$ cat src/verilog/bus_macros.svh
`ifndef BUS_MACROS_SVH
`define BUS_MACROS_SVH

////////////////////////////////////////////////////////////
// program ram size, log2 of the word count
////////////////////////////////////////////////////////////

`define RAM_ADDR_BITS 10

////////////////////////////////////////////////////////////
// address map, top nibble of the byte address
////////////////////////////////////////////////////////////

`define REGION_RAM_BASE_NIBBLE   4'h0
`define REGION_DEBUG_BASE_NIBBLE 4'h1

`define DEBUG_DISPLAY_WORD 2'd0 // display value, read and write
`define DEBUG_CYCLES_WORD  2'd1 // cycle counter, read only

// each digit stays lit for 2**SEG_DIV_BITS cycles
`define SEG_DIV_BITS 4

`endif

$ cat src/verilog/bus_pkg.sv
`include "bus_macros.svh"

package bus_pkg;

    // one data word on the cpu bus
    typedef logic [31:0] bus_word_t;

    // one enable per byte lane, all zero is a plain read
    typedef logic [3:0] byte_strobe_t;

    // regions that have a slave behind them
    typedef enum logic [3:0] {
        region_ram   = `REGION_RAM_BASE_NIBBLE,
        region_debug = `REGION_DEBUG_BASE_NIBBLE
    } region_e;

    // byte address, seen either whole or split into its fields
    typedef union packed {
        logic [31:0] raw;
        struct packed {
            logic [3:0]  region;   // selects the slave
            logic [25:0] word;     // word offset inside the region
            logic [1:0]  byte_sel; // lane within the word
        } fields;
    } bus_addr_u;

    // cathodes, active low, segment a in bit 0
    typedef logic [6:0] seg_t;

endpackage

$ cat src/verilog/debug_regs.sv
`include "bus_macros.svh"

module debug_regs (
    input  logic                  clk_100mhz,
    input  logic                  rst_n,
    input  logic [1:0]            word,          // register offset
    input  bus_pkg::bus_word_t    wdata,
    input  bus_pkg::byte_strobe_t we,
    output bus_pkg::bus_word_t    rdata,
    output bus_pkg::bus_word_t    display_value
);
    import bus_pkg::*;

    bus_word_t display_next; // display value after this cycle's write
    bus_word_t cycles;       // free running, not writable

    ////////////////////////////////////////////////////////////
    // display register
    ////////////////////////////////////////////////////////////

    always_comb begin
        display_next = display_value;
        for (int lane = 0; lane < 4; lane++) begin
            if (word == `DEBUG_DISPLAY_WORD && we[lane]) begin
                display_next[8*lane +: 8] = wdata[8*lane +: 8];
            end
        end
    end

    always_ff @(posedge clk_100mhz) begin
        if (!rst_n) begin
            display_value <= '0;
            cycles        <= '0;
        end else begin
            display_value <= display_next;
            cycles        <= cycles + 32'd1; // writes to this offset are dropped
        end
    end

    ////////////////////////////////////////////////////////////
    // registered read
    ////////////////////////////////////////////////////////////

    always_ff @(posedge clk_100mhz) begin
        case (word)
            `DEBUG_DISPLAY_WORD: rdata <= display_next; // write-first like the ram
            `DEBUG_CYCLES_WORD:  rdata <= cycles;       // count at the addressed cycle
            default:             rdata <= '0;
        endcase
    end

endmodule

$ cat config.mk
export PLATFORM = sky130hd
export DESIGN_NAME = debug_regs
export DESIGN_NICKNAME = d
export VERILOG_FILES = /design/src/verilog/bus_pkg.sv /design/src/verilog/debug_regs.sv
export VERILOG_INCLUDE_DIRS = /design/src /design/src/verilog
export SDC_FILE = /design/constraint.sdc
export NUM_CORES = 1
export LEC_CHECK = 0
export BUFFER_PORTS_ARGS = -buffer_cell sky130_fd_sc_hd__clkbuf_2
export CAP_MARGIN = 20
export CORE_MARGIN = 8
export CORE_UTILIZATION = 51
export DETAILED_ROUTE_END_ITERATION = 7
export GPL_TIMING_DRIVEN = 0
export PLACE_DENSITY_LB_ADDON = 0.1
export SYNTH_ARGS = -nofsm -noshare
export SYNTH_HDL_FRONTEND = slang
export SYNTH_SLANG_ARGS = --single-unit
$ cat constraint.sdc
create_clock -name clk_100mhz -period 2.31 [get_ports clk_100mhz]
set_input_delay 0.5775 -clock clk_100mhz [delete_from_list [all_inputs] [get_ports clk_100mhz]]
set_output_delay 0.5775 -clock clk_100mhz [all_outputs]
set_load 0.005 [all_outputs]
==> flow_metrics.tcl, run 1 <==
set metrics [dict create \
    syn_inst 479 \
    design.die.area_um2 11200 \
    irDropWorstVdd_mv 0.388 \
    required_ns 2.56 \
    final.period_utilization_pct 93.8 \
    die_w_um 106 \
    power_frac_seq_pct 52.7 \
    synth_xor_area_share_pct 5.32 \
    worst_r2r_path_depth 7 \
    synth-seq-cells 96 \
    layoutNonFillerInstCount 697 \
    synthToLayoutAreaGrowth_pct 21.1 \
    yosysSeqAreaShare_pct 46.7 \
    grt-ovfl-total 0 \
    power_frac_clock_pct 38.5 \
    synth_top_area_cell "dfxtp_1" \
    cp-start-kind "register" \
    clock_sinks 96 \
    r2r_start "cycles[0]" \
    wirelength_mm 10.9 \
    drt-wirelength-per-cell_um 15.7 \
    setup_viol 0 \
    path_depth 7 \
    hold_depth 3 \
    ys_warn_count 0 \
    synth_mux_area_share_pct 7.54 \
    dp.cells 681 \
    power_frac_comb_pct 8.8 \
    slew_headroom_pct 47.6 \
    nets 633 \
    synth-simple-area-share_pct 25.4 \
    status "finished clean" \
    crit_type "register to register" \
    setup-tns-final_ns 0 \
    grt_util_all_layers_pct 19.5 \
    worstReg2RegEnd "cycles[26]" \
    rsz0062_at_grt "no" \
    p_per_area_nw_per_um2 656 \
    worst_slew_pin_slew_ns 0.779 \
    netlist_top_cells_count "96 x dfxtp_1, 80 x nand2_1, 64 x nor2_1, 35 x a21boi_0, 31 x mux2i_1" \
    die_height_um 106 \
    grt_max_degree 15 \
    fmax_mhz 461 \
    async_flop_share_pct 0 \
    path_max_fanout 7 \
    synth_nets 520 \
    synth_flop_cell "dfxtp_1" \
    crit_path_start "cycles[0]" \
    crit_slowest_cell "or4_4" \
    first_pass_iters 5 \
    rows 32 \
    synth_compound_area_share_pct 11.5 \
    place_congestion 0.851 \
    port_buffers 100 \
    synth_cell_type_count 34 \
    slew_violations 0 \
    synth-adder-area-share_pct 0.304 \
    drt_iter0_drc 187 \
    min_to "display_value[20]" \
    p_int_mw 2.52 \
    hp-start "wdata[20]" \
    cts_root_buffer "clkbuf_8" \
    grt_antenna_before_repair 0 \
    syn_area_um2 4120 \
    yosys-top-cells-area "dfxtp_1 47%, mux2i_1 7.5%, nand2_1 7.3%" \
    rrSetupSlack_ns 0.14 \
    pre_cts_slack_ns 0.0596 \
    cts_buffers 9 \
    path_clk_slew_ns 0.09 \
    num_antenna_cells 0 \
    period_needed_ns 2.17 \
    skew_ns 0.00507 \
    timing.final.ws_setup_ns 0.142 \
    grt_pass1_vias 3566 \
    cp.arrival_ns 2.42 \
    leakagePower_nw 2.14 \
    maxCapViolations 0 \
    start_util_pct 53.0 \
    synth_area_per_cell_um2 8.60 \
    worst-path-buf-inv 1 \
    ant_nets 0 \
    p_sw_mw 0.745 \
    drcViolationCount 0 \
    design_area_um2 4990 \
    critPathTopFamily "simple AND/OR/NAND/NOR gates" \
    cpPeakStageDelay_ns 0.53 \
    crit_chain "ha_1 > nand4_1 > or4_4 > buf_6 > nor3_1 > xor2_1 > and2_1" \
    synth_top_cell_area_share_pct 46.7 \
    viasPerCell 5.14 \
    cts_tree "done" \
    min_path_type "primary input to register" \
    grt_pass1_wl_mm 17.6 \
    htreeDepth 3 \
    worstSkewPairLatency_ns 0.35 \
    swShare_pct 22.8 \
    layout-drive-gt1-share_pct 21.7 \
    dp_hpwl_mm 8.44 \
    report.final.hold_viol_count 0 \
    ios 104 \
    synth_top_family_by_area "simple AND/OR/NAND/NOR gates" \
    synth_edf_count 0 \
    cts_buffer_depth 2 \
    vias 3583 \
    yosysMostFrequentCell "dfxtp_1" \
    end_kind "register" \
    core_area_um2 7770 \
    place_area_um2 4750 \
]
## cells in the final DEF (no fill, tap or decap), types with 4 or more instances in the layout
cell	synthesis	layout
a211oi_1	4	4
a21boi_0	35	35
a21oi_1	30	30
and2_1	28	28
and3_2	5	5
buf_1	4	4
clkbuf_1	21	22
clkbuf_2	1	101
clkbuf_8	0	9
dfxtp_1	96	94
mux2i_1	31	31
nand2_1	80	80
nand3_1	12	12
nand4_1	8	8
nor2_1	64	64
nor2b_1	5	5
nor3_1	6	6
xnor2_1	19	19
xor2_1	6	6
## logic make-up (layout without fill, tap and decap cells)
logic type      Yosys count  after routing
simple gates            221            221
flops                    96             96
compound gates           74             74
mux                      31             31
buf+inv                  31            147
xor+xnor                 25             25
fa+ha+maj                 1              1
## per-stage QoR
| step | utilization, % | power, mW | hold slack [ns] |
|---|---|---|---|
| finish | 64.2 | 3.27 | 0.467 |
| detailed placement | 61.1 | 2.05 | 0.469 |
| global route | 64.2 | 3.40 | 0.458 |
| floorplan | - | 1.91 | 0.443 |
| global placement | 61.1 | 2.04 | 0.464 |
| CTS | 64.0 | 3.29 | 0.456 |
## final cells by class
class | instances | area, um2
clock buffer | 10 | 128
clock inverter | 4 | 95.1
timing repair buffer | 102 | 515
fill | 709 | 2780
sequential | 96 | 1920
multi-input combinational | 352 | 2060
buffer | 29 | 128
inverter | 2 | 7.51
tap | 102 | 128
## worst reg2reg max path, delay by kind of cell (launching register included)
kind	cells	cell delay, ns
buf+inv	1	0.15
fa+ha+maj	1	0.25
flops	1	0.40
xor+xnor	1	0.10
simple gates	4	1.16
## state kept, by name (all words and copies together) (netlist names)
name and count:
rdata 32, display_value 32, cycles 32
## power groups by stage
stage,combinational (mW),sequential (mW),clock [mW]
detailed placement,0.290,1.76,0
global route,0.321,1.73,1.35
finish,0.289,1.72,1.26
global placement,0.285,1.76,0
floorplan,0.154,1.76,0
CTS,0.291,1.72,1.27
## metal layers
metal  wire, um  track usage [%]  share of wire [%]
met2       4970             30.1                 45
met4        190             7.84                1.7
met5          0                0                  0
met1       5170             25.4                 47
met3        599             5.24                5.5
## repair_timing
item                                    CTS  global route
gates cloned                              0             0
hold buffers                              0             0
pin swaps                                 0             1
gates resized for setup                   1             1
endpoints found under the setup margin    1             8
setup buffers                             0             2
## worst max path at each step
stage / slack (ns) / end
2_1_floorplan: 0.30 / cycles[30]
3_3_place_gp: 0.1 / cycles[24]
3_5_place_dp: 0.06 / cycles[30]
4_1_cts: 0.04 / cycles[26]
5_1_grt: 0.05 / cycles[26]
6_report: 0.14 / cycles[26]
Power figures use the tool's default switching activity.
==> inputs of run 2 (changes only) <==
Settings changed: CORE_UTILIZATION 51 to 53.
==> run 2 against run 1 <==
Effect of this change: sequential cell count is the same; total power is 6.7% lower; die area shrank 3.2%; fmax down 1.0%; first-iteration DRC count shrank 27%; combinational power hardly changed.
==> flow_metrics.tcl, run 2 (same netlist as run 1, synthesis figures left out) <==
set metrics [dict create \
    utilization_pct 64.7 \
    die_w_um 104 \
    cts_tree "done" \
    min_path_type "primary input to register" \
    slew_violations 0 \
    vias 3563 \
    place_area_um2 4750 \
    leakagePower_nw 2.12 \
    cts_buffer_depth 2 \
    required_ns 2.56 \
    report.final.hold_viol_count 0 \
    worstReg2RegEnd "cycles[22]" \
    drt-wirelength-per-cell_um 15.4 \
    path_clk_slew_ns 0.09 \
    final_common_cell "clkbuf_2" \
    crit_type "register to register" \
    hp-start "wdata[19]" \
    start_util_pct 53.8 \
    cts_buffers 9 \
    layout_common_cells "101 x clkbuf_2, 96 x dfxtp_1, 80 x nand2_1" \
    nets 633 \
    critPathTopFamily "simple AND/OR/NAND/NOR gates" \
    grt_max_degree 15 \
    die_height_um 104 \
    slew_headroom_pct 57.1 \
    cts_root_buffer "clkbuf_8" \
    setup-tns-final_ns 0 \
    synthToLayoutAreaGrowth_pct 20.2 \
    min_to "display_value[19]" \
    irDropWorstVdd_mv 0.464 \
    cp.arrival_ns 2.44 \
    status "finished clean" \
    worstSkewPairLatency_ns 0.35 \
    num_antenna_cells 0 \
    grt_pass1_vias 3463 \
    place_congestion 0.808 \
    crit_chain "ha_1 > nand4_1 > or4_4 > buf_6 > nor3_1 > xor2_1 > and2_1" \
    path_max_fanout 7 \
    rows 32 \
    crit_path_start "cycles[0]" \
    setup_viol 0 \
    htreeDepth 3 \
    grt_util_all_layers_pct 19.5 \
    drcViolationCount 0 \
    r2r_start "cycles[0]" \
    grt_antenna_before_repair 0 \
    largestRegisters "cycles: 32 flops, display_value: 32 flops, rdata: 32 flops" \
    p_per_area_nw_per_um2 616 \
    crit_slowest_cell "or4_4" \
    cpPeakStageDelay_ns 0.52 \
    end_kind "register" \
    grt-ovfl-total 0 \
    final.period_utilization_pct 94.8 \
    first_pass_iters 5 \
    maxCapViolations 0 \
    drt_iter0_drc 137 \
    clock_sinks 96 \
    design_area_um2 4950 \
    grt_pass1_wl_mm 17.2 \
    hold_depth 3 \
    period_needed_ns 2.19 \
    worst_hold_slack_ns 0.457 \
    wirelength_mm 10.8 \
    rrSetupSlack_ns 0.12 \
    layoutNonFillerInstCount 697 \
    worst_r2r_path_depth 7 \
    ant_nets 0 \
    dp.cells 681 \
    skew_ns 0.0120 \
    worst-path-buf-inv 1 \
    fmax_mhz 456 \
    viasPerCell 5.11 \
    design.die.area_um2 10800 \
    port_buffers 100 \
    core_area_um2 7650 \
    layout-drive-gt1-share_pct 21.7 \
    ios 104 \
    cp-start-kind "register" \
    dp_hpwl_mm 8.33 \
    worst_slew_pin_slew_ns 0.643 \
]
-- run 2: report_power, final --
group | total, mW | internal (mW) | switching, mW
combinational | 0.286 | 0.120 | 0.166
clock | 1.04 | 0.486 | 0.555
sequential | 1.72 | 1.70 | 0.0264
-- run 2: layout make-up --
cell class	count	area, um2
plain buffers	29	128
clock buffers	10	128
clock inverters	4	47.5
fillers	671	2700
inverters	2	7.51
multi-input cells	352	2070
flip-flops and latches	96	1920
well taps	102	128
repair buffers	102	515
-- run 2: metrics by stage --
stage	setup WS, ns	power (mW)
6_report	0.119	3.05
5_1_grt	-0.00388	3.17
4_1_cts	0.0433	3.07
3_5_place_dp	0.0548	2.05
3_3_place_gp	0.0907	2.04
2_1_floorplan	0.304	1.91
-- run 2: worst max path at each step --
stage	endpoint	cells after the start	slack, ns
6_report	cycles[22]	7	0.12
3_3_place_gp	cycles[30]	7	0.09
2_1_floorplan	cycles[30]	7	0.30
5_1_grt	cycles[24]	7	-0.004
4_1_cts	cycles[28]	6	0.04
3_5_place_dp	cycles[28]	6	0.05
-- run 2: timing repair --
item,4_1_cts,5_1_grt
setup buffers,0,2
resized for setup,0,2
endpoints found under the setup margin,0,9
hold buffers,0,0
-- run 2: metal layers --
metal	part of all wire, %	global-route usage, %	up-vias	routed length, um
met4	1.3	5.17	0	143
li1	-	-	1816	-
met3	7.3	6.82	11	787
met2	46	30.1	96	4950
met5	0	0	-	0
met1	45	25.1	1640	4870
-- run 2: worst register-to-register path, stage by stage (launching register included) --
cell     delay, ns
dfxtp_1       0.47
ha_1          0.27
nand4_1       0.18
or4_4         0.52
buf_6         0.15
nor3_1        0.24
xor2_1        0.10
and2_1        0.16
