## src/verilog/bus_macros.svh

```systemverilog
`ifndef BUS_MACROS_SVH
`define BUS_MACROS_SVH

////////////////////////////////////////////////////////////
// program ram size, log2 of the word count
////////////////////////////////////////////////////////////

`define RAM_ADDR_BITS 10

////////////////////////////////////////////////////////////
// address map, top nibble of the byte address
////////////////////////////////////////////////////////////

`define REGION_RAM_BASE_NIBBLE   4'h0
`define REGION_DEBUG_BASE_NIBBLE 4'h1

`define DEBUG_DISPLAY_WORD 2'd0 // display value, read and write
`define DEBUG_CYCLES_WORD  2'd1 // cycle counter, read only

// each digit stays lit for 2**SEG_DIV_BITS cycles
`define SEG_DIV_BITS 4

`endif

```

## src/verilog/bus_pkg.sv

```systemverilog
`include "bus_macros.svh"

package bus_pkg;

    // one data word on the cpu bus
    typedef logic [31:0] bus_word_t;

    // one enable per byte lane, all zero is a plain read
    typedef logic [3:0] byte_strobe_t;

    // regions that have a slave behind them
    typedef enum logic [3:0] {
        region_ram   = `REGION_RAM_BASE_NIBBLE,
        region_debug = `REGION_DEBUG_BASE_NIBBLE
    } region_e;

    // byte address, seen either whole or split into its fields
    typedef union packed {
        logic [31:0] raw;
        struct packed {
            logic [3:0]  region;   // selects the slave
            logic [25:0] word;     // word offset inside the region
            logic [1:0]  byte_sel; // lane within the word
        } fields;
    } bus_addr_u;

    // cathodes, active low, segment a in bit 0
    typedef logic [6:0] seg_t;

endpackage

```

## src/verilog/memory_controller.sv

```systemverilog
`include "bus_macros.svh"

module memory_controller (
    input  logic                      clk_100mhz,
    input  logic                      rst_n,

    // processor data port
    input  bus_pkg::bus_addr_u        cpu_addr,
    input  bus_pkg::bus_word_t        cpu_wdata,
    input  bus_pkg::byte_strobe_t     cpu_we,
    output bus_pkg::bus_word_t        cpu_rdata,

    // program ram
    output logic [`RAM_ADDR_BITS-1:0] ram_addr,
    output bus_pkg::bus_word_t        ram_wdata,
    output bus_pkg::byte_strobe_t     ram_we,
    input  bus_pkg::bus_word_t        ram_rdata,

    // debug registers
    output logic [1:0]                dbg_word,
    output bus_pkg::bus_word_t        dbg_wdata,
    output bus_pkg::byte_strobe_t     dbg_we,
    input  bus_pkg::bus_word_t        dbg_rdata
);
    import bus_pkg::*;

    // parked here in reset so the first read returns zero
    localparam logic [3:0] region_none = 4'hf;

    logic [3:0] region;    // region of this cycle's address
    logic [3:0] rd_region; // region of last cycle's address
    logic       sel_ram;
    logic       sel_dbg;

    ////////////////////////////////////////////////////////////
    // address decode
    ////////////////////////////////////////////////////////////

    assign region  = cpu_addr.fields.region;
    assign sel_ram = (region == region_ram);
    assign sel_dbg = (region == region_debug);

    // address and data go to both slaves, only strobes are steered
    assign ram_addr  = cpu_addr.fields.word[`RAM_ADDR_BITS-1:0]; // upper offset bits alias
    assign ram_wdata = cpu_wdata;
    assign ram_we    = sel_ram ? cpu_we : '0;

    assign dbg_word  = cpu_addr.fields.word[1:0];
    assign dbg_wdata = cpu_wdata;
    assign dbg_we    = sel_dbg ? cpu_we : '0;

    ////////////////////////////////////////////////////////////
    // read return
    ////////////////////////////////////////////////////////////

    // both slaves answer one cycle late, so the select follows
    always_ff @(posedge clk_100mhz) begin
        if (!rst_n) begin
            rd_region <= region_none;
        end else begin
            rd_region <= region;
        end
    end

    always_comb begin
        case (rd_region)
            region_ram:   cpu_rdata = ram_rdata;
            region_debug: cpu_rdata = dbg_rdata;
            default:      cpu_rdata = '0; // unmapped
        endcase
    end

endmodule

```

## config.mk

```make
export PLATFORM = sky130hd
export DESIGN_NAME = memory_controller
export DESIGN_NICKNAME = d
export VERILOG_FILES = /design/src/verilog/bus_pkg.sv /design/src/verilog/memory_controller.sv
export VERILOG_INCLUDE_DIRS = /design/src /design/src/verilog
export SDC_FILE = /design/constraint.sdc
export NUM_CORES = 1
export LEC_CHECK = 0
export ABC_AREA = 1
export BUFFER_PORTS_ARGS = -buffer_cell sky130_fd_sc_hd__buf_2
export CELL_PAD_IN_SITES_DETAIL_PLACEMENT = 1
export CELL_PAD_IN_SITES_GLOBAL_PLACEMENT = 2
export CORE_MARGIN = 3
export CORE_UTILIZATION = 10
export DETAILED_ROUTE_END_ITERATION = 10
export GPL_ROUTABILITY_DRIVEN = 0
export HOLD_SLACK_MARGIN = 0.03
export PLACE_DENSITY_LB_ADDON = 0.1
export SYNTH_ARGS = -nofsm -noshare
export SYNTH_HDL_FRONTEND = slang
export SYNTH_SLANG_ARGS = --single-unit
```

## constraint.sdc

```tcl
create_clock -name clk_100mhz -period 1.32 [get_ports clk_100mhz]
set_clock_uncertainty 0.2 [all_clocks]
set_input_delay 0.264 -clock clk_100mhz [delete_from_list [all_inputs] [get_ports clk_100mhz]]
set_output_delay 0.264 -clock clk_100mhz [all_outputs]
set_load 0.005 [all_outputs]
```

==> results of run 1 <==
## how the worst max path moves through the flow
| stage | start | to | slack, ps | cells past startpoint |
|---|---|---|---|---|
| after floorplan | rd_region[0] | cpu_rdata[11] | 20 | 5 |
| after global placement | rd_region[0] | cpu_rdata[9] | -210 | 6 |
| after detailed placement | rd_region[0] | cpu_rdata[24] | -210 | 6 |
| after CTS | rd_region[1] | cpu_rdata[12] | -430 | 6 |
| after global routing | rd_region[0] | cpu_rdata[2] | -490 | 6 |
| final | rd_region[0] | cpu_rdata[12] | -400 | 7 |
## cells by family (layout without fill, tap and decap cells)
family                 after synthesis  in the layout  share of synthesized area (%)
and+or+nand+nor                    114            114                           41.6
DFF                                  4              4                           5.98
buffers and inverters               97            139                           52.4
## area by class of cell
type / instances / area, µm² / share of cell area [%]
Clock buffer: 3 / 75.1 / 4.04
Tap cell: 172 / 215 / 11.6
Multi-Input combinational cell: 114 / 628 / 33.8
Timing Repair Buffer: 127 / 823 / 44.3
Sequential cell: 4 / 82.6 / 4.44
Inverter: 9 / 33.8 / 1.82
## power groups by stage
stage          combinational (W)  clock (W)  sequential, W
4_1_cts                 0.000272   0.000482       0.000135
2_1_floorplan           0.000259          0       0.000136
5_1_grt                 0.000314   0.000491       0.000136
3_3_place_gp            0.000232          0       0.000137
6_report                0.000283   0.000469       0.000135
3_5_place_dp            0.000231          0       0.000137
## repair_timing
item | CTS | global route
hold buffers | 1 | 0
gates resized for setup | 12 | 11
buffers inserted | 2 | 1
endpoints found under the hold margin | 1 | 0
pin swaps | 3 | 6
endpoints found under the setup margin | 40 | 40
gates cloned | 1 | 1
## metal layers
layer | vias to the layer above | share of wire, %
li1 | 702 | -
met1 | 596 | 40
met2 | 81 | 47
met3 | 18 | 10
met4 | 0 | 2.2
met5 | - | 0
## placed cells by master (no fill, tap or decap)
master         netlist  layout
buf_2                3     111
nand3_1             61      54
nand2_1             36      36
nand3_2              5      10
buf_12               0       8
inv_1                8       7
nor2_2               0       5
nor2_4               3       4
clkbuf_16            0       4
nor2_1               9       3
buf_4               81       3
inv_2                1       2
nand3_4              0       2
buf_6                4       2
dfxtp_2              0       2
dfxtp_1              4       2
buf_16               0       1
dlygate4sd3_1        0       1
## synthesized netlist by cell type (all sizes together)
library cell  number
buf               88
inv                9
nor2              12
nand3             66
dfxtp              4
nand2             36
## per-stage QoR
| step | setup TNS (ps) | util [%] | power, W |
|---|---|---|---|
| after floorplan | 0 | - | 0.000396 |
| after global placement | -6910 | 12.3 | 0.000369 |
| after detailed placement | -7160 | 12.3 | 0.000368 |
| after CTS | -13380 | 13.8 | 0.000888 |
| after global routing | -15280 | 14.4 | 0.000940 |
| final | -12380 | 14.4 | 0.000887 |
## worst max-delay path, cell delays in order, from the launching register on
cell,delay [ps]
dfxtp_2,320
inv_2,40
nor2_4,170
buf_12,130
buf_12,130
nand3_2,60
nand2_1,60
buf_2,110
==> impl_metrics.yaml, run 1 <==
timing:
  holdWs_ps: 30.6
  maxSlewViolCount: 0
  finalCritPeriodShare_pct: 130
  worst_slack_ps: -399
  min_period_ps: 1720
  fmax_ghz: 0.582
  slew_headroom_pct: 88.7
  rsz0062_at_grt: "yes"
  tightest_slew_ps: 170
  final-setup-viol-count: 33
  finalHoldViolations: 0
min_path:
  hp-start: "cpu_addr[30]"
  holdPathEnd: "rd_region[2]"
  holdPathStages: 3
  hold_path.class: "in -> reg"
global_routing:
  grt.overflow.total: 0
  grt_pass1_vias: 1420
  grt_use_met1_pct: 7.04
  grt_max_degree: 37
  grt_use_met3_pct: 1.72
  antenna_found_initial: 0
  grt_usage_pct: 6.08
  grt_pass1_wl_um: 7200
  busiest_layer: "met2"
  use_met2_pct: 10.3
clock_network:
  clk_path_buf_depth: 2
  clockRootBuffer: "clkbuf_16"
  cts_buffers: 3
  cts_htree_levels: 1
  path_clk_slew_ps: 30
  cts_tree: "built"
  cts.sinks: 4
pwr:
  power_switching_w: 0.000211
  p_leak_nw: 1.04
  p_seq_share_pct: 15.2
  switching_share_pct: 23.8
  comb_power_share_pct: 31.9
  intPower_w: 0.000675
  clockPowerShare_pct: 52.9
  p_per_area_nw_per_um2: 477
  peakVddDrop_v: 0.000291
flow_run:
  cap_viol_max_count: 0
cells_and_area:
  stdcell_count: 429
  reg.largest.list: "rd_region (4)"
  area_growth_pct: 38.7
  diodes: 0
  drive_above_1_share_pct: 59.9
  nets: 393
  largest_register_ffs: 4
  fin_area_um2: 1860
  largest_register: "rd_region"
  nFillCells: 1593
floorplan:
  ioPinCount: 250
  die-area_um2: 14800
  start_util_pct: 10.4
  coreArea_um2: 12900
  die_x_um: 122
  die_h_um: 122
  rows: 41
placed_design:
  placedCellCount: 420
  dp_hpwl_um: 3800
  dpl-instance-area_um2: 1590
  portBuffers: 113
  pre_cts_slack_ps: -212
drt:
  route.vias.total: 1397
  antenna_left: 0
  dr.first_iter.drc_count: 36
  finalWirelength_um: 4990
  drtPass1Iterations: 2
  routedWlPerCell_um: 11.6
  viasPerCell: 3.26
  remaining_drc_errors: 0
yosys:
  synth_top_area_share_pct: 45.4
  yosysWarnings: 0
  synth_area_um2: 1340
  syn-mean-instance-area_um2: 6.23
  yosys_register_bits: 4
  synth_top_area_cell: "buf_4"
  seq_area_frac_synth_pct: 5.98
  syn-num-nets: 349
  synth_cell_types: 11
  synth_cells: 215
  ys_top_cells_by_area: "buf_4, nand3_1, nand2_1, dfxtp_1, nand3_2"
status:
  status: "complete, but fails checks"
  violations: "negative setup slack"
critical_path:
  cp.arrival_ps: 1260
  worstPathMaxFanout: 12
  required_ps: 860
  cp-start-kind: "flop"
  critPathKind: "reg -> out"
  worstSetupEndpointType: "output port"
No activity file was read; power rests on OpenSTA's default activity.
==> run 2: changes to the inputs <==
REMOVE_ABC_BUFFERS = 1   (was default)
==> impl_metrics.yaml, run 2 (synthesis results as in run 1) <==
status:
  status: "complete, but fails checks"
  violations: "negative setup slack"
timing:
  finalHoldViolations: 0
  rsz0062_at_grt: "yes"
  maxSlewViolCount: 0
  min_period_ps: 1690
  slew_headroom_pct: 89.9
  fmax_ghz: 0.591
  tightest_slew_ps: 151
  worst_slack_ps: -371
  tns_ps: -11250
  finalCritPeriodShare_pct: 128
  final-setup-viol-count: 33
cells_and_area:
  nFillCells: 1590
  drive_above_1_share_pct: 61.5
  area_growth_pct: 43.7
  nets: 396
  reg.largest.list: "rd_region (4)"
  largest_register_ffs: 4
  diodes: 0
  largest_register: "rd_region"
  most-common-layout-cells: "buf_2, nand3_1, nand2_1, nand3_2, inv_1"
  stdcell_count: 432
  mostFrequentLayoutCell: "buf_2"
critical_path:
  cpPeakStageDelay_ps: 310
  critPathSlowestCell: "dfxtp_2"
  cp.arrival_ps: 1230
  worstPathCellList: "nor2_4 > buf_6 > clkbuf_16 > nand3_1 > nand2_1 > buf_2"
  required_ps: 860
  worstPathMaxFanout: 6
  cp-start-kind: "flop"
  worstSetupEndpointType: "output port"
  critPathKind: "reg -> out"
global_routing:
  grt_max_degree: 21
  antenna_found_initial: 0
  grt_pass1_vias: 1667
  grt_pass1_wl_um: 12500
  grt.overflow.total: 0
  grt_usage_pct: 11.7
drt:
  finalWirelength_um: 9470
  remaining_drc_errors: 0
  route.vias.total: 1648
  routedWlPerCell_um: 21.9
  antenna_left: 0
  dr.first_iter.drc_count: 43
  drtPass1Iterations: 3
  viasPerCell: 3.81
placed_design:
  dp_hpwl_um: 7390
  placedCellCount: 422
  pre_cts_slack_ps: -180
  portBuffers: 113
floorplan:
  start_util_pct: 10.4
  die_h_um: 122
  die-area_um2: 14800
  rows: 41
  ioPinCount: 250
  die_x_um: 122
  coreArea_um2: 12900
clock_network:
  path_clk_slew_ps: 30
  clk_path_buf_depth: 2
  cts.sinks: 4
  cts_tree: "built"
  cts_buffers: 3
  cts_htree_levels: 1
  holdBufCountCts: 0
  clockRootBuffer: "clkbuf_16"
flow_run:
  cap_viol_max_count: 0
pwr:
  peakVddDrop_v: 0.000279
  p_leak_nw: 1.06
  p_per_area_nw_per_um2: 459
min_path:
  hold_path.class: "in -> reg"
==> run 2: cell count changes in the layout (fill, tap and decap cells not counted), sizes merged <==
| cell | delta |
|---|---|
| clkbuf | +1 |
| buf | +3 |
| dlygate4sd3 | -1 |
==> run 2: worst max-delay path: cells and delay by family, from the launching register on <==
kind,cells,cell delay (ps)
buffers and inverters,3,440
flip-flops,1,310
AND/OR/NAND/NOR,3,240
==> run 2: area by class of cell <==
class                   instances  area [µm²]  area share [%]
multi-input cells             114         631            32.7
clock buffers                   3        75.1            3.90
well taps                     172         215            11.2
repair buffers                130         887            46.1
flip-flops and latches          4        83.8            4.35
inverters                       9        33.8            1.75
==> run 2: timing repair <==
action,CTS,global route
pin swaps,3,4
cloned,3,2
setup buffers,2,0
setup endpoints to repair,40,40
hold endpoints to repair,0,0
resized for setup,15,19
==> run 2: layer usage <==
layer / vias to the layer above / part of all wire (%) / GRT usage (%)
li1: 710 / - / -
met1: 704 / 37 / 13.1
met2: 218 / 34 / 12.9
met3: 8 / 26 / 14.6
met4: 8 / 0.26 / 1.40
met5: - / 1.9 / 10.4
==> run 2: worst paths after layout <==
path,startpoint,endpoint,slack (ps),cells past startpoint
max,rd_region[2],cpu_rdata[8],-370,6
min,rst_n,rd_region[2],50,2
==> run 2: through the flow <==
step / hold slack, ps / util, % / area [µm²] / total power (W)
6_report: 49.0 / 15.0 / 1930 / 0.000884
5_1_grt: 62.7 / 15.0 / 1930 / 0.000935
4_1_cts: 48.0 / 14.0 / 1800 / 0.000877
3_5_place_dp: 280 / 12.4 / 1590 / 0.000371
3_3_place_gp: 282 / 12.4 / 1590 / 0.000370
2_1_floorplan: 133 / - / 672 / 0.000190
==> run 2: power breakdown <==
| group | internal (W) | leakage [nW] | switching (W) |
|---|---|---|---|
| clock network | 0.000386 | 0.0370 | 0.0000785 |
| registers | 0.000130 | 0.0327 | 0.00000700 |
| logic | 0.000156 | 0.995 | 0.000126 |
| total | 0.000672 | 1.06 | 0.000212 |
