[config.mk]
export PLATFORM = sky130hd
export DESIGN_NAME = seven_segment_controller
export DESIGN_NICKNAME = d
export VERILOG_FILES = /design/src/verilog/bus_pkg.sv /design/src/verilog/seven_segment_controller.sv
export VERILOG_INCLUDE_DIRS = /design/src /design/src/verilog
export SDC_FILE = /design/constraint.sdc
export NUM_CORES = 1
export LEC_CHECK = 0
export ABC_AREA = 1
export CORE_MARGIN = 2
export CORE_UTILIZATION = 55
export CTS_BUF_LIST = sky130_fd_sc_hd__clkbuf_8
export CTS_CLUSTER_SIZE = 40
export DETAILED_ROUTE_END_ITERATION = 8
export DONT_BUFFER_PORTS = 1
export GPL_TIMING_DRIVEN = 0
export PLACE_DENSITY = 0.78
export SYNTH_ARGS = -nofsm -noshare
export SYNTH_HDL_FRONTEND = slang
export SYNTH_SLANG_ARGS = --single-unit
[constraint.sdc]
create_clock -name clk_100mhz -period 1.4 [get_ports clk_100mhz]
set_input_delay 0.07 -clock clk_100mhz [delete_from_list [all_inputs] [get_ports clk_100mhz]]
set_output_delay 0.07 -clock clk_100mhz [all_outputs]
set_load 0.02 [all_outputs]
[src/verilog/bus_macros.svh]
`ifndef BUS_MACROS_SVH
`define BUS_MACROS_SVH

////////////////////////////////////////////////////////////
// program ram size, log2 of the word count
////////////////////////////////////////////////////////////

`define RAM_ADDR_BITS 10

////////////////////////////////////////////////////////////
// address map, top nibble of the byte address
////////////////////////////////////////////////////////////

`define REGION_RAM_BASE_NIBBLE   4'h0
`define REGION_DEBUG_BASE_NIBBLE 4'h1

`define DEBUG_DISPLAY_WORD 2'd0 // display value, read and write
`define DEBUG_CYCLES_WORD  2'd1 // cycle counter, read only

// each digit stays lit for 2**SEG_DIV_BITS cycles
`define SEG_DIV_BITS 4

`endif

[src/verilog/bus_pkg.sv]
`include "bus_macros.svh"

package bus_pkg;

    // one data word on the cpu bus
    typedef logic [31:0] bus_word_t;

    // one enable per byte lane, all zero is a plain read
    typedef logic [3:0] byte_strobe_t;

    // regions that have a slave behind them
    typedef enum logic [3:0] {
        region_ram   = `REGION_RAM_BASE_NIBBLE,
        region_debug = `REGION_DEBUG_BASE_NIBBLE
    } region_e;

    // byte address, seen either whole or split into its fields
    typedef union packed {
        logic [31:0] raw;
        struct packed {
            logic [3:0]  region;   // selects the slave
            logic [25:0] word;     // word offset inside the region
            logic [1:0]  byte_sel; // lane within the word
        } fields;
    } bus_addr_u;

    // cathodes, active low, segment a in bit 0
    typedef logic [6:0] seg_t;

endpackage

[src/verilog/seven_segment_controller.sv]
`include "bus_macros.svh"

module seven_segment_controller #(
    parameter int div_bits = `SEG_DIV_BITS
) (
    input  logic               clk_100mhz,
    input  logic               rst_n,
    input  bus_pkg::bus_word_t value,
    output logic [7:0]         an,   // active low, one digit at a time
    output bus_pkg::seg_t      cat
);
    import bus_pkg::*;

    logic [div_bits+2:0] scan_count; // refresh divider with digit index on top
    logic [2:0]          digit;
    logic [3:0]          nibble;
    logic [6:0]          seg_on;     // lit segments, gfedcba

    ////////////////////////////////////////////////////////////
    // digit scan
    ////////////////////////////////////////////////////////////

    always_ff @(posedge clk_100mhz) begin
        if (!rst_n) begin
            scan_count <= '0; // starts on digit 0
        end else begin
            scan_count <= scan_count + 1'b1;
        end
    end

    assign digit  = scan_count[div_bits +: 3];
    assign nibble = value[4*digit +: 4];

    assign an = ~(8'b1 << digit);

    ////////////////////////////////////////////////////////////
    // hex to segment
    ////////////////////////////////////////////////////////////

    always_comb begin
        case (nibble)
            4'h0: seg_on = 7'b011_1111;
            4'h1: seg_on = 7'b000_0110;
            4'h2: seg_on = 7'b101_1011;
            4'h3: seg_on = 7'b100_1111;
            4'h4: seg_on = 7'b110_0110;
            4'h5: seg_on = 7'b110_1101;
            4'h6: seg_on = 7'b111_1101;
            4'h7: seg_on = 7'b000_0111;
            4'h8: seg_on = 7'b111_1111;
            4'h9: seg_on = 7'b110_1111;
            4'ha: seg_on = 7'b111_0111;
            4'hb: seg_on = 7'b111_1100; // lower case b
            4'hc: seg_on = 7'b011_1001;
            4'hd: seg_on = 7'b101_1110; // lower case d
            4'he: seg_on = 7'b111_1001;
            default: seg_on = 7'b111_0001; // F
        endcase
    end

    // cathodes sink current, so a lit segment is a 0
    assign cat = ~seg_on;

endmodule

==> metrics.yaml, run 1 <==
logic_synthesis:
  async_flop_share_pct: 0
  ys_top_cells_by_area: "nand2_1 (34%), dfxtp_1 (14%), nand3_1 (12%), ha_1 (8.9%), nor2_1 (6.1%)"
  synth_area_leader_cell: "nand2_1"
  syn_inst: 185
  synth-seq-area-share_pct: 14.2
  synth_nets: 226
  synth_top_area_share_pct: 34.3
  synth_seq_cells: 7
  synth_common_cells: "nand2_1 (90), nand3_1 (24), nor2_1 (16), inv_1 (13)"
  synth_edf_count: 0
  synth.most_common_cell: "nand2_1"
  syn-cell-area_sq_um: 986
  yosys_warnings: 0
  synth_cell_types: 18
  synthFlopType: "dfxtp_1"
  avgSynthCellArea_sq_um: 5.33
setup_path:
  cp.required_ns: 1.33
  path_class: "flop to output pin"
  crit_arrival_ns: 1.75
  worstSetupEndpointType: "output pin"
  critical-path-max-stage-delay_ns: 0.38
  worstPathMaxFanout: 5
  crit_path_cell_trace: "inv_8, buf_8, nand2_1, nand2_1, nand2_2, nand3_2, nand2_4, ha_4, nand3_1, nand3_1, nand2_2"
  critPathSlowestCell: "dfxtp_4"
  critPathLaunchType: "flop"
cells_and_area:
  largest_register: "scan_count"
  drive_gt1_share_pct: 35.2
  largest_reg_flops: 7
  multi_input_area_sq_um: 971
  largest_registers: "scan_count (7)"
  finalNetCount: 238
  nFillCells: 119
  seqCellArea_sq_um: 144
  diodes: 0
  area_delta_synth_final_pct: 40.9
  layout.cells.non_filler: 221
  stdcell_area_sq_um: 1390
floorplanning:
  row_count: 15
  initial_utilization_pct: 57.7
  dieArea_sq_um: 2150
  die_w_um: 46.3
  io_pins: 49
  coreArea_sq_um: 1710
  fp.dieH_um: 46.3
cts:
  cts_buffers: 3
  clock_path_buffers: 2
  cts.sinks: 7
  root_buffer: "clkbuf_8"
  clk_pin_slew_ns: 0.04
  cts_tree: "done"
  clk_latency_ns: 0.24
  htree_levels: 1
detailed_routing:
  dr.first_iter.drc_count: 23
  drt-wirelength-per-cell_um: 11.8
  drt_wl_total_um: 2610
  vias_per_cell: 5.43
  vias: 1199
  drc: 0
  ant_nets: 0
  drt_first_pass_iters: 4
global_routing:
  grt_max_degree: 11
  grt_remaining_overflow: 0
  grt_pass1_vias: 929
  antenna_found_initial: 0
  grt_use_total_pct: 24.2
  grt_pass1_wl_um: 3800
timing:
  hold_viol: 0
  slew_headroom_pct: 84.9
  slew_violations: 0
  max_freq_mhz: 548
  grt_setup_unrepaired: "true"
  finalCritPeriodShare_pct: 130
  tightest_slew_ns: 0.224
  setup_viol: 7
  setup_ws_ns: -0.425
  min_period_ns: 1.82
  skew_ns: 0.00256
flow_run:
  maxCapViolations: 0
min_path:
  min_path_type: "primary input to flop"
power:
  p_leak_uw: 0.000667
  p_per_area_nw_per_um2: 518
  ir_drop_mv: 0.627
placement:
  place_inst: 210
  placed_cell_area_sq_um: 1120
  hpwl_um: 1720
  portBuffers: 0
  gp_congestion: 0.904
outcome:
  violations: "negative setup slack"
  status: "complete, but fails checks"
-- stage by stage --
stage                     setup WS, ns  total power, uW  TNS [ns]  hold WS, ns  utilization, %
final                           -0.425              719     -2.71      0.00494            81.3
after global placement          -0.254              378     -1.51        0.167            65.6
after global routing            -0.489              744     -3.19       0.0220            81.3
after floorplan                 -0.141              362    -0.810        0.163               -
after CTS                       -0.419              695     -2.74      0.00307            77.6
after detailed placement        -0.281              383     -1.71        0.172            65.6
-- final cells by class --
cell class	count	share of cell area [%]
plain buffers	5	3.60
clock buffers	3	2.97
clock inverters	1	0.270
inverters	16	5.23
multi-input cells	157	69.9
flip-flops and latches	7	10.4
well taps	25	2.25
repair buffers	7	5.41
-- worst max-delay path, delay by kind of cell (launching register included) --
family | cells | cell delay, ns
buffers and inverters | 2 | 0.17
DFF | 1 | 0.38
adders and majority gates | 1 | 0.22
and+or+nand+nor | 8 | 0.72
-- timing repair --
action                                  in CTS  in global routing
setup buffers                                4                  1
hold buffers                                 1                  0
gates resized for setup                     20                 19
pin swaps                                   20                 18
endpoints found under the hold margin        4                  0
gates cloned                                 2                  0
endpoints found under the setup margin       7                  7
-- cell usage in the layout, fill, tap and decap left out, types with 2 or more instances in the layout --
cell,n
nand3_2,8
buf_6,2
nor2_1,15
nand2_2,22
buf_4,6
ha_4,5
inv_4,2
nand2_4,8
inv_2,2
nand3_4,4
o21ai_1,2
o21ai_0,3
nand3_1,14
clkbuf_8,3
inv_1,12
dfxtp_1,6
nand2_1,68
a21oi_1,4
-- final timing paths --
kind | from | endpoint | slack [ns] | cells after the start
worst min-delay path | rst_n | scan_count[0]$_SDFF_PN0_ | 0.005 | 2
worst max register to register | scan_count[0]$_SDFF_PN0_ | scan_count[6]$_SDFF_PN0_ | 0.14 | 6
worst min register to register | scan_count[0]$_SDFF_PN0_ | scan_count[0]$_SDFF_PN0_ | 0.47 | 1
worst max-delay path | scan_count[4]$_SDFF_PN0_ | cat[3] | -0.42 | 11
-- kinds of logic (layout without fill, tap and decap cells) --
logic type                 Yosys count  after routing  synth area share, %
and+or+nand+nor                    139            140                 59.5
buffers and inverters               22             32                 12.1
AOI/OAI and AO/OA                   10             10                 5.33
DFF                                  7              7                 14.2
adders and majority gates            7              7                 8.88
-- power breakdown --
part           internal (uW)  leakage [uW]  switching, uW
Sequential               205     0.0000578           4.63
Combinational           76.5      0.000582            136
Clock                    191     0.0000269            105
-- per-layer routing --
metal / GRT usage [%] / part of all wire [%] / vias up
met4: 8.57 / 2.8 / 0
met3: 1.18 / 5.8 / 7
li1: - / - / 604
met5: 0 / 0 / -
met1: 28.8 / 40 / 534
met2: 45.0 / 51 / 54
No activity file was read; power rests on OpenSTA's default activity.
==> inputs of run 2 (changes only) <==
--- a/config.mk
+++ b/config.mk
@@ -15,6 +15,7 @@
 export DONT_BUFFER_PORTS = 1
 export GPL_TIMING_DRIVEN = 0
 export PLACE_DENSITY = 0.78
+export SETUP_SLACK_MARGIN = 0.2
 export SYNTH_ARGS = -nofsm -noshare
 export SYNTH_HDL_FRONTEND = slang
 export SYNTH_SLANG_ARGS = --single-unit
==> metrics.yaml, run 2 (synthesis gave the netlist of run 1 again) <==
placement:
  portBuffers: 0  # unchanged
  gp_congestion: 0.904  # unchanged
  hpwl_um: 1720  # unchanged
  placed_cell_area_sq_um: 1120  # unchanged
  place_ws_ns: -0.281  # unchanged
  place_inst: 210  # unchanged
floorplanning:
  row_count: 15  # unchanged
  coreArea_sq_um: 1710  # unchanged
  fp.dieH_um: 46.3  # unchanged
  die_w_um: 46.3  # unchanged
  initial_utilization_pct: 57.7  # unchanged
  dieArea_sq_um: 2150  # unchanged
  io_pins: 49  # unchanged
cells_and_area:
  final_common_cell: "nand2_1"  # unchanged
  largest_register: "scan_count"  # unchanged
  final_cell_mix: "nand2_1 (56), nand2_2 (33), nor2_1 (15)"  # was nand2_1 (68), nand2_2 (22), nor2_1 (15)
  largest_reg_flops: 7  # unchanged
  finalNetCount: 239  # was 238
  stdcell_area_sq_um: 1430  # was 1390 sq um
  diodes: 0  # unchanged
  largest_registers: "scan_count (7)"  # unchanged
  nFillCells: 106  # was 119
  drive_gt1_share_pct: 42.6  # was 35.2%
  layout.cells.non_filler: 222  # was 221
  area_delta_synth_final_pct: 44.5  # was 40.9%
cts:
  cts.sinks: 7  # unchanged
  cts_buffers: 3  # unchanged
  clk_latency_ns: 0.24  # about the same
  root_buffer: "clkbuf_8"  # unchanged
  cts_tree: "done"  # unchanged
  htree_levels: 1  # unchanged
  clock_path_buffers: 2  # unchanged
  clk_pin_slew_ns: 0.04  # about the same
power:
  p_sw_uw: 246  # about the same
  p_int_uw: 476  # was 473 uW
  netSwitchingFraction_pct: 34.1  # was 34.2%
  ir_drop_mv: 0.624  # was 0.627 mV
  clkPwrFrac_pct: 41.2  # about the same
  comb_power_share_pct: 29.5  # about the same
  p_seq_share_pct: 29.3  # was 29.2%
  p_leak_uw: 0.000671  # was 0.000667 uW
  p_per_area_nw_per_um2: 507  # was 518 nW/um^2
  p_total_uw: 723  # was 719 uW
timing:
  max_freq_mhz: 538  # was 548 MHz
  tightest_slew_ns: 0.214  # was 0.224 ns
  setup_viol: 7  # unchanged
  grt_setup_unrepaired: "true"  # unchanged
  min_period_ns: 1.86  # was 1.82 ns
  finalCritPeriodShare_pct: 133  # was 130%
  setup_ws_ns: -0.457  # was -0.425 ns
  slew_headroom_pct: 85.8  # was 84.9%
  skew_ns: 0.00306  # was 0.00256 ns
  hold_viol: 0  # unchanged
  slew_violations: 0  # unchanged
  finalSetupTns_ns: -3.00  # was -2.71 ns
global_routing:
  grt_max_degree: 11  # unchanged
  antenna_found_initial: 0  # unchanged
  grt_remaining_overflow: 0  # unchanged
  grt_pass1_vias: 929  # unchanged
  grt_use_total_pct: 24.2  # unchanged
  grt_pass1_wl_um: 3800  # unchanged
detailed_routing:
  drt-wirelength-per-cell_um: 12.0  # was 11.8 um
  drt_first_pass_iters: 4  # unchanged
  ant_nets: 0  # unchanged
  drc: 0  # unchanged
  drt_wl_total_um: 2660  # was 2610 um
  dr.first_iter.drc_count: 7  # was 23
  vias_per_cell: 5.37  # was 5.43
  vias: 1192  # was 1199
setup_path:
  path_common_cell: "nand2_2"
  r2r_slack_ns: 0.22  # was 0.14 ns
  crit_family: "simple AND/OR/NAND/NOR gates"  # unchanged
  crit_path_cell_trace: "buf_6, inv_8, buf_8, nand2_4, nand2_2, nand2_2, nand3_2, nand2_4, inv_4, ha_4, nand3_4, nand2_2, nand2_1, nand2_2"  # was inv_8, buf_8, nand2_1, nand2_1, nand2_2, nand3_2, nand2_4, ha_4, nand3_1, nand3_1, nand2_2
  cp.required_ns: 1.33  # about the same
  worstSetupEndpointType: "output pin"  # unchanged
  crit_buf_inv: 4  # was 2
  rr_startpoint: "scan_count[0]$_SDFF_PN0_"  # unchanged
  startpoint: "scan_count[4]$_SDFF_PN0_"  # unchanged
  critPathLaunchType: "flop"  # unchanged
  path_class: "flop to output pin"  # unchanged
  worstPathMaxFanout: 6  # was 5
  critPathSlowestCell: "dfxtp_2"  # was dfxtp_4
  critical-path-max-stage-delay_ns: 0.31  # was 0.38 ns
  crit_arrival_ns: 1.79  # was 1.75 ns
min_path:
  min_path_type: "primary input to flop"  # unchanged
  min_from: "rst_n"  # unchanged
outcome:
  violations: "negative setup slack"  # unchanged
  status: "complete, but fails checks"  # unchanged
flow_run:
  maxCapViolations: 0  # unchanged
-- run 2: changes by cell type in the layout (fill, tap and decap cells not counted), moves of 2 or more --
cell	delta
inv_1	-2
inv_2	+2
nand2_1	-12
nand2_2	+11
o21ai_0	-2
o21ai_1	+2
-- run 2: worst paths after layout --
kind / end / depth (start not counted)
min: scan_count[0]$_SDFF_PN0_ / 2
min reg2reg: scan_count[0]$_SDFF_PN0_ / 1
max reg2reg: scan_count[6]$_SDFF_PN0_ / 6
max: cat[3] / 14
-- run 2: metal layers --
| layer | up-vias | track usage, % | wire length (um) |
|---|---|---|---|
| li1 | 606 | - | - |
| met1 | 536 | 28.8 | 1050 |
| met2 | 43 | 45.0 | 1390 |
| met3 | 7 | 1.18 | 147 |
| met4 | 0 | 8.57 | 68 |
| met5 | - | 0 | 0 |
-- run 2: worst reg2reg max path: cells and delay by family (launching register included) --
family,cells,cell delay [ns]
adder cells (fa/ha/maj),1,0.17
AO/OA/AOI/OAI,2,0.25
AND/OR/NAND/NOR,2,0.19
flip-flops,1,0.36
buffers and inverters,1,0.09
-- run 2: what timing repair did --
item | 4_1_cts | 5_1_grt
buffers inserted | 4 | 1
cloned | 2 | 0
endpoints found under the hold margin | 4 | 0
resized for setup | 21 | 33
pin swaps | 20 | 18
hold buffers | 1 | 0
endpoints found under the setup margin | 10 | 17
-- run 2: cell type report --
cell class	instances	area [sq um]	area share, %
Multi-Input combinational cell	157	998	70.1
Sequential cell	7	141	9.92
Timing Repair Buffer	7	75.1	5.27
Inverter	16	72.6	5.09
Buffer	6	61.3	4.30
Clock buffer	3	41.3	2.90
Tap cell	25	31.3	2.19
Clock inverter	1	3.75	0.263
-- run 2: through the flow --
stage / hold WS [ns] / utilization (%)
after floorplan: 0.163 / -
after global placement: 0.167 / 65.6
after detailed placement: 0.172 / 65.6
after CTS: 0.00307 / 77.6
after global routing: 0.0203 / 83.4
final: 0.00633 / 83.4
-- run 2: power by group through the flow --
stage | Clock (uW) | Sequential, uW | Combinational [uW]
after floorplan | 0 | 214 | 147
after global placement | 0 | 215 | 164
after detailed placement | 0 | 215 | 168
after CTS | 290 | 212 | 193
after global routing | 299 | 212 | 235
final | 297 | 212 | 213
==> inputs of run 3 (changes only) <==
--- a/config.mk
+++ b/config.mk
@@ -14,7 +14,7 @@
 export DETAILED_ROUTE_END_ITERATION = 8
 export DONT_BUFFER_PORTS = 1
 export GPL_TIMING_DRIVEN = 0
-export PLACE_DENSITY = 0.78
+export PLACE_DENSITY = 0.73
 export SETUP_SLACK_MARGIN = 0.2
 export SYNTH_ARGS = -nofsm -noshare
 export SYNTH_HDL_FRONTEND = slang
==> metrics.yaml, run 3 (synthesis gave the netlist of run 1 again) <==
outcome:
  status: "complete, but fails checks"  # unchanged
  violations: "negative setup slack"  # unchanged
cells_and_area:
  seqCellArea_sq_um: 141  # unchanged
  final_cell_mix: "nand2_1 (69), nand2_2 (21), nor2_1 (15)"  # was nand2_1 (56), nand2_2 (33), nor2_1 (15)
  largest_register: "scan_count"  # unchanged
  area_delta_synth_final_pct: 39.8  # was 44.5%
  diodes: 0  # unchanged
  nFillCells: 132  # was 106
  largest_registers: "scan_count (7)"  # unchanged
  drive_gt1_share_pct: 36.2  # was 42.6%
  multi_input_area_sq_um: 922  # was 998 sq um
  final_common_cell: "nand2_1"  # unchanged
  largest_reg_flops: 7  # unchanged
  finalNetCount: 241  # was 239
  layout.cells.non_filler: 224  # was 222
flow_run:
  maxCapViolations: 0  # unchanged
global_routing:
  grt_use_total_pct: 23.4  # was 24.2%
  grt_remaining_overflow: 0  # unchanged
  grt_pass1_wl_um: 3620  # was 3800 um
  grt_max_degree: 11  # unchanged
  grt_pass1_vias: 903  # was 929
  antenna_found_initial: 0  # unchanged
setup_path:
  critPathLaunchType: "flop"  # unchanged
  reg2reg_depth: 6  # unchanged
  crit_arrival_ns: 1.79  # about the same
  crit_family: "simple AND/OR/NAND/NOR gates"  # unchanged
  path_common_cell: "nand2_1"  # was nand2_2
  cp.required_ns: 1.33  # about the same
  critical-path-max-stage-delay_ns: 0.31  # about the same
  worstPathMaxFanout: 6  # unchanged
  worstReg2RegEnd: "scan_count[6]$_SDFF_PN0_"  # unchanged
  rr_startpoint: "scan_count[0]$_SDFF_PN0_"  # unchanged
  critPathSlowestCell: "dfxtp_2"  # unchanged
  crit_buf_inv: 3  # was 4
  worstSetupEndpointType: "output pin"  # unchanged
  crit_path_cell_trace: "buf_6, inv_8, buf_16, nand2_2, nand2_1, nand2_1, nand3_2, nand2_4, ha_1, nand3_1, nand2_1, nand2_1, nand2_4"  # was buf_6, inv_8, buf_8, nand2_4, nand2_2, nand2_2, nand3_2, nand2_4, inv_4, ha_4, nand3_4, nand2_2, nand2_1, nand2_2
  r2r_slack_ns: 0.28  # was 0.22 ns
  path_class: "flop to output pin"  # unchanged
power:
  comb_power_share_pct: 30.3  # was 29.5%
  p_leak_uw: 0.000684  # was 0.000671 uW
  clkPwrFrac_pct: 39.3  # was 41.2%
  p_sw_uw: 220  # was 246 uW
  netSwitchingFraction_pct: 31.5  # was 34.1%
  p_int_uw: 477  # was 476 uW
  ir_drop_mv: 0.770  # was 0.624 mV
  p_seq_share_pct: 30.4  # was 29.3%
  p_per_area_nw_per_um2: 506  # was 507 nW/um^2
timing:
  hold_viol: 0  # unchanged
  grt_setup_unrepaired: "true"  # unchanged
  setup_viol: 7  # unchanged
  slew_violations: 0  # unchanged
  slew_headroom_pct: 85.9  # was 85.8%
  tightest_slew_ns: 0.211  # was 0.214 ns
  setup_ws_ns: -0.465  # was -0.457 ns
  finalCritPeriodShare_pct: 133  # about the same
  min_period_ns: 1.86  # about the same
  holdWs_ns: 0.445  # was 0.00633 ns
  max_freq_mhz: 536  # was 538 MHz
  skew_ns: 0.00289  # was 0.00306 ns
cts:
  cts_tree: "done"  # unchanged
  root_buffer: "clkbuf_8"  # unchanged
  clock_path_buffers: 2  # unchanged
  clk_pin_slew_ns: 0.04  # about the same
  htree_levels: 1  # unchanged
  cts.sinks: 7  # unchanged
  cts_buffers: 3  # unchanged
  clk_latency_ns: 0.23  # was 0.24 ns
detailed_routing:
  dr.first_iter.drc_count: 10  # was 7
  top_layer: "met4"  # unchanged
  drt_first_pass_iters: 4  # unchanged
  drt_wl_total_um: 2460  # was 2660 um
  drc: 0  # unchanged
  met1Wirelength_um: 1010  # was 1050 um
  drt-wirelength-per-cell_um: 11.0  # was 12.0 um
  wl_met3_um: 142  # was 147 um
  ant_nets: 0  # unchanged
  vias: 1189  # was 1192
  vias_per_cell: 5.31  # was 5.37
  route.met2.wl_um: 1280  # was 1390 um
placement:
  hpwl_um: 1780  # was 1720 um
  portBuffers: 0  # unchanged
  gp_congestion: 0.898  # was 0.904
  place_ws_ns: -0.286  # was -0.281 ns
  place_inst: 210  # unchanged
floorplanning:
  dieArea_sq_um: 2150  # unchanged
  io_pins: 49  # unchanged
  fp.dieH_um: 46.3  # unchanged
  row_count: 15  # unchanged
  die_w_um: 46.3  # unchanged
  initial_utilization_pct: 57.7  # unchanged
  coreArea_sq_um: 1710  # unchanged
min_path:
  hold_path_depth: 1  # was 2
  min_path_type: "flop to flop"  # was primary input to flop
  min_to: "scan_count[0]$_SDFF_PN0_"  # unchanged
  min_from: "scan_count[0]$_SDFF_PN0_"  # was rst_n
run 3: cell types whose count changed in the layout (fill, tap and decap cells not counted), moves of 2 or more:
cell	previous run	this run
nand3_2	9	11
nand2_4	9	7
nand2_2	33	21
buf_6	3	5
nand2_1	56	69
nand3_4	3	1
run 3: layer usage:
metal | track usage [%] | up-vias
met5 | 0 | -
met4 | 7.43 | 0
met3 | 3.53 | 4
met2 | 41.9 | 49
met1 | 28.1 | 527
li1 | - | 609
run 3: layout make-up:
| cell class | instances | area share, % |
|---|---|---|
| buffer | 6 | 4.45 |
| clock buffer | 3 | 2.99 |
| clock inverter | 1 | 0.272 |
| inverter | 16 | 5.26 |
| multi-input combinational | 156 | 66.9 |
| sequential | 7 | 10.3 |
| tap | 25 | 2.27 |
| timing repair buffer | 10 | 7.62 |
run 3: through the flow:
stage	cell area [sq um]	utilization, %	TNS [ns]	power (uW)
floorplan	1090	-	-0.810	362
global placement	1120	65.6	-1.51	378
finish	1380	80.7	-2.90	697
detailed placement	1120	65.6	-1.68	384
CTS	1280	74.7	-2.87	672
global route	1380	80.7	-3.50	736
run 3: timing repair:
item                                    4_1_cts  5_1_grt
endpoints found under the hold margin         5        0
gates resized for setup                      10       26
pin swaps                                     5       18
endpoints found under the setup margin        9       17
gates cloned                                  1        0
hold buffers                                  1        0
setup buffers                                 6        2
run 3: worst max-delay path by stage:
stage	startpoint	end	slack, ns	cells after the start
floorplan	scan_count[4]$_SDFF_PN0_	cat[3]	-0.14	12
finish	scan_count[4]$_SDFF_PN0_	cat[0]	-0.46	13
global placement	scan_count[4]$_SDFF_PN0_	cat[3]	-0.26	12
CTS	scan_count[4]$_SDFF_PN0_	cat[3]	-0.44	12
detailed placement	scan_count[4]$_SDFF_PN0_	cat[3]	-0.29	12
global route	scan_count[4]$_SDFF_PN0_	cat[0]	-0.54	13
run 3: power groups by stage:
stage                     clock network [uW]  logic, uW  registers (uW)
final                                    274        211             212
after global routing                     290        234             212
after floorplan                            0        147             214
after CTS                                277        183             212
after global placement                     0        164             215
after detailed placement                   0        169             215
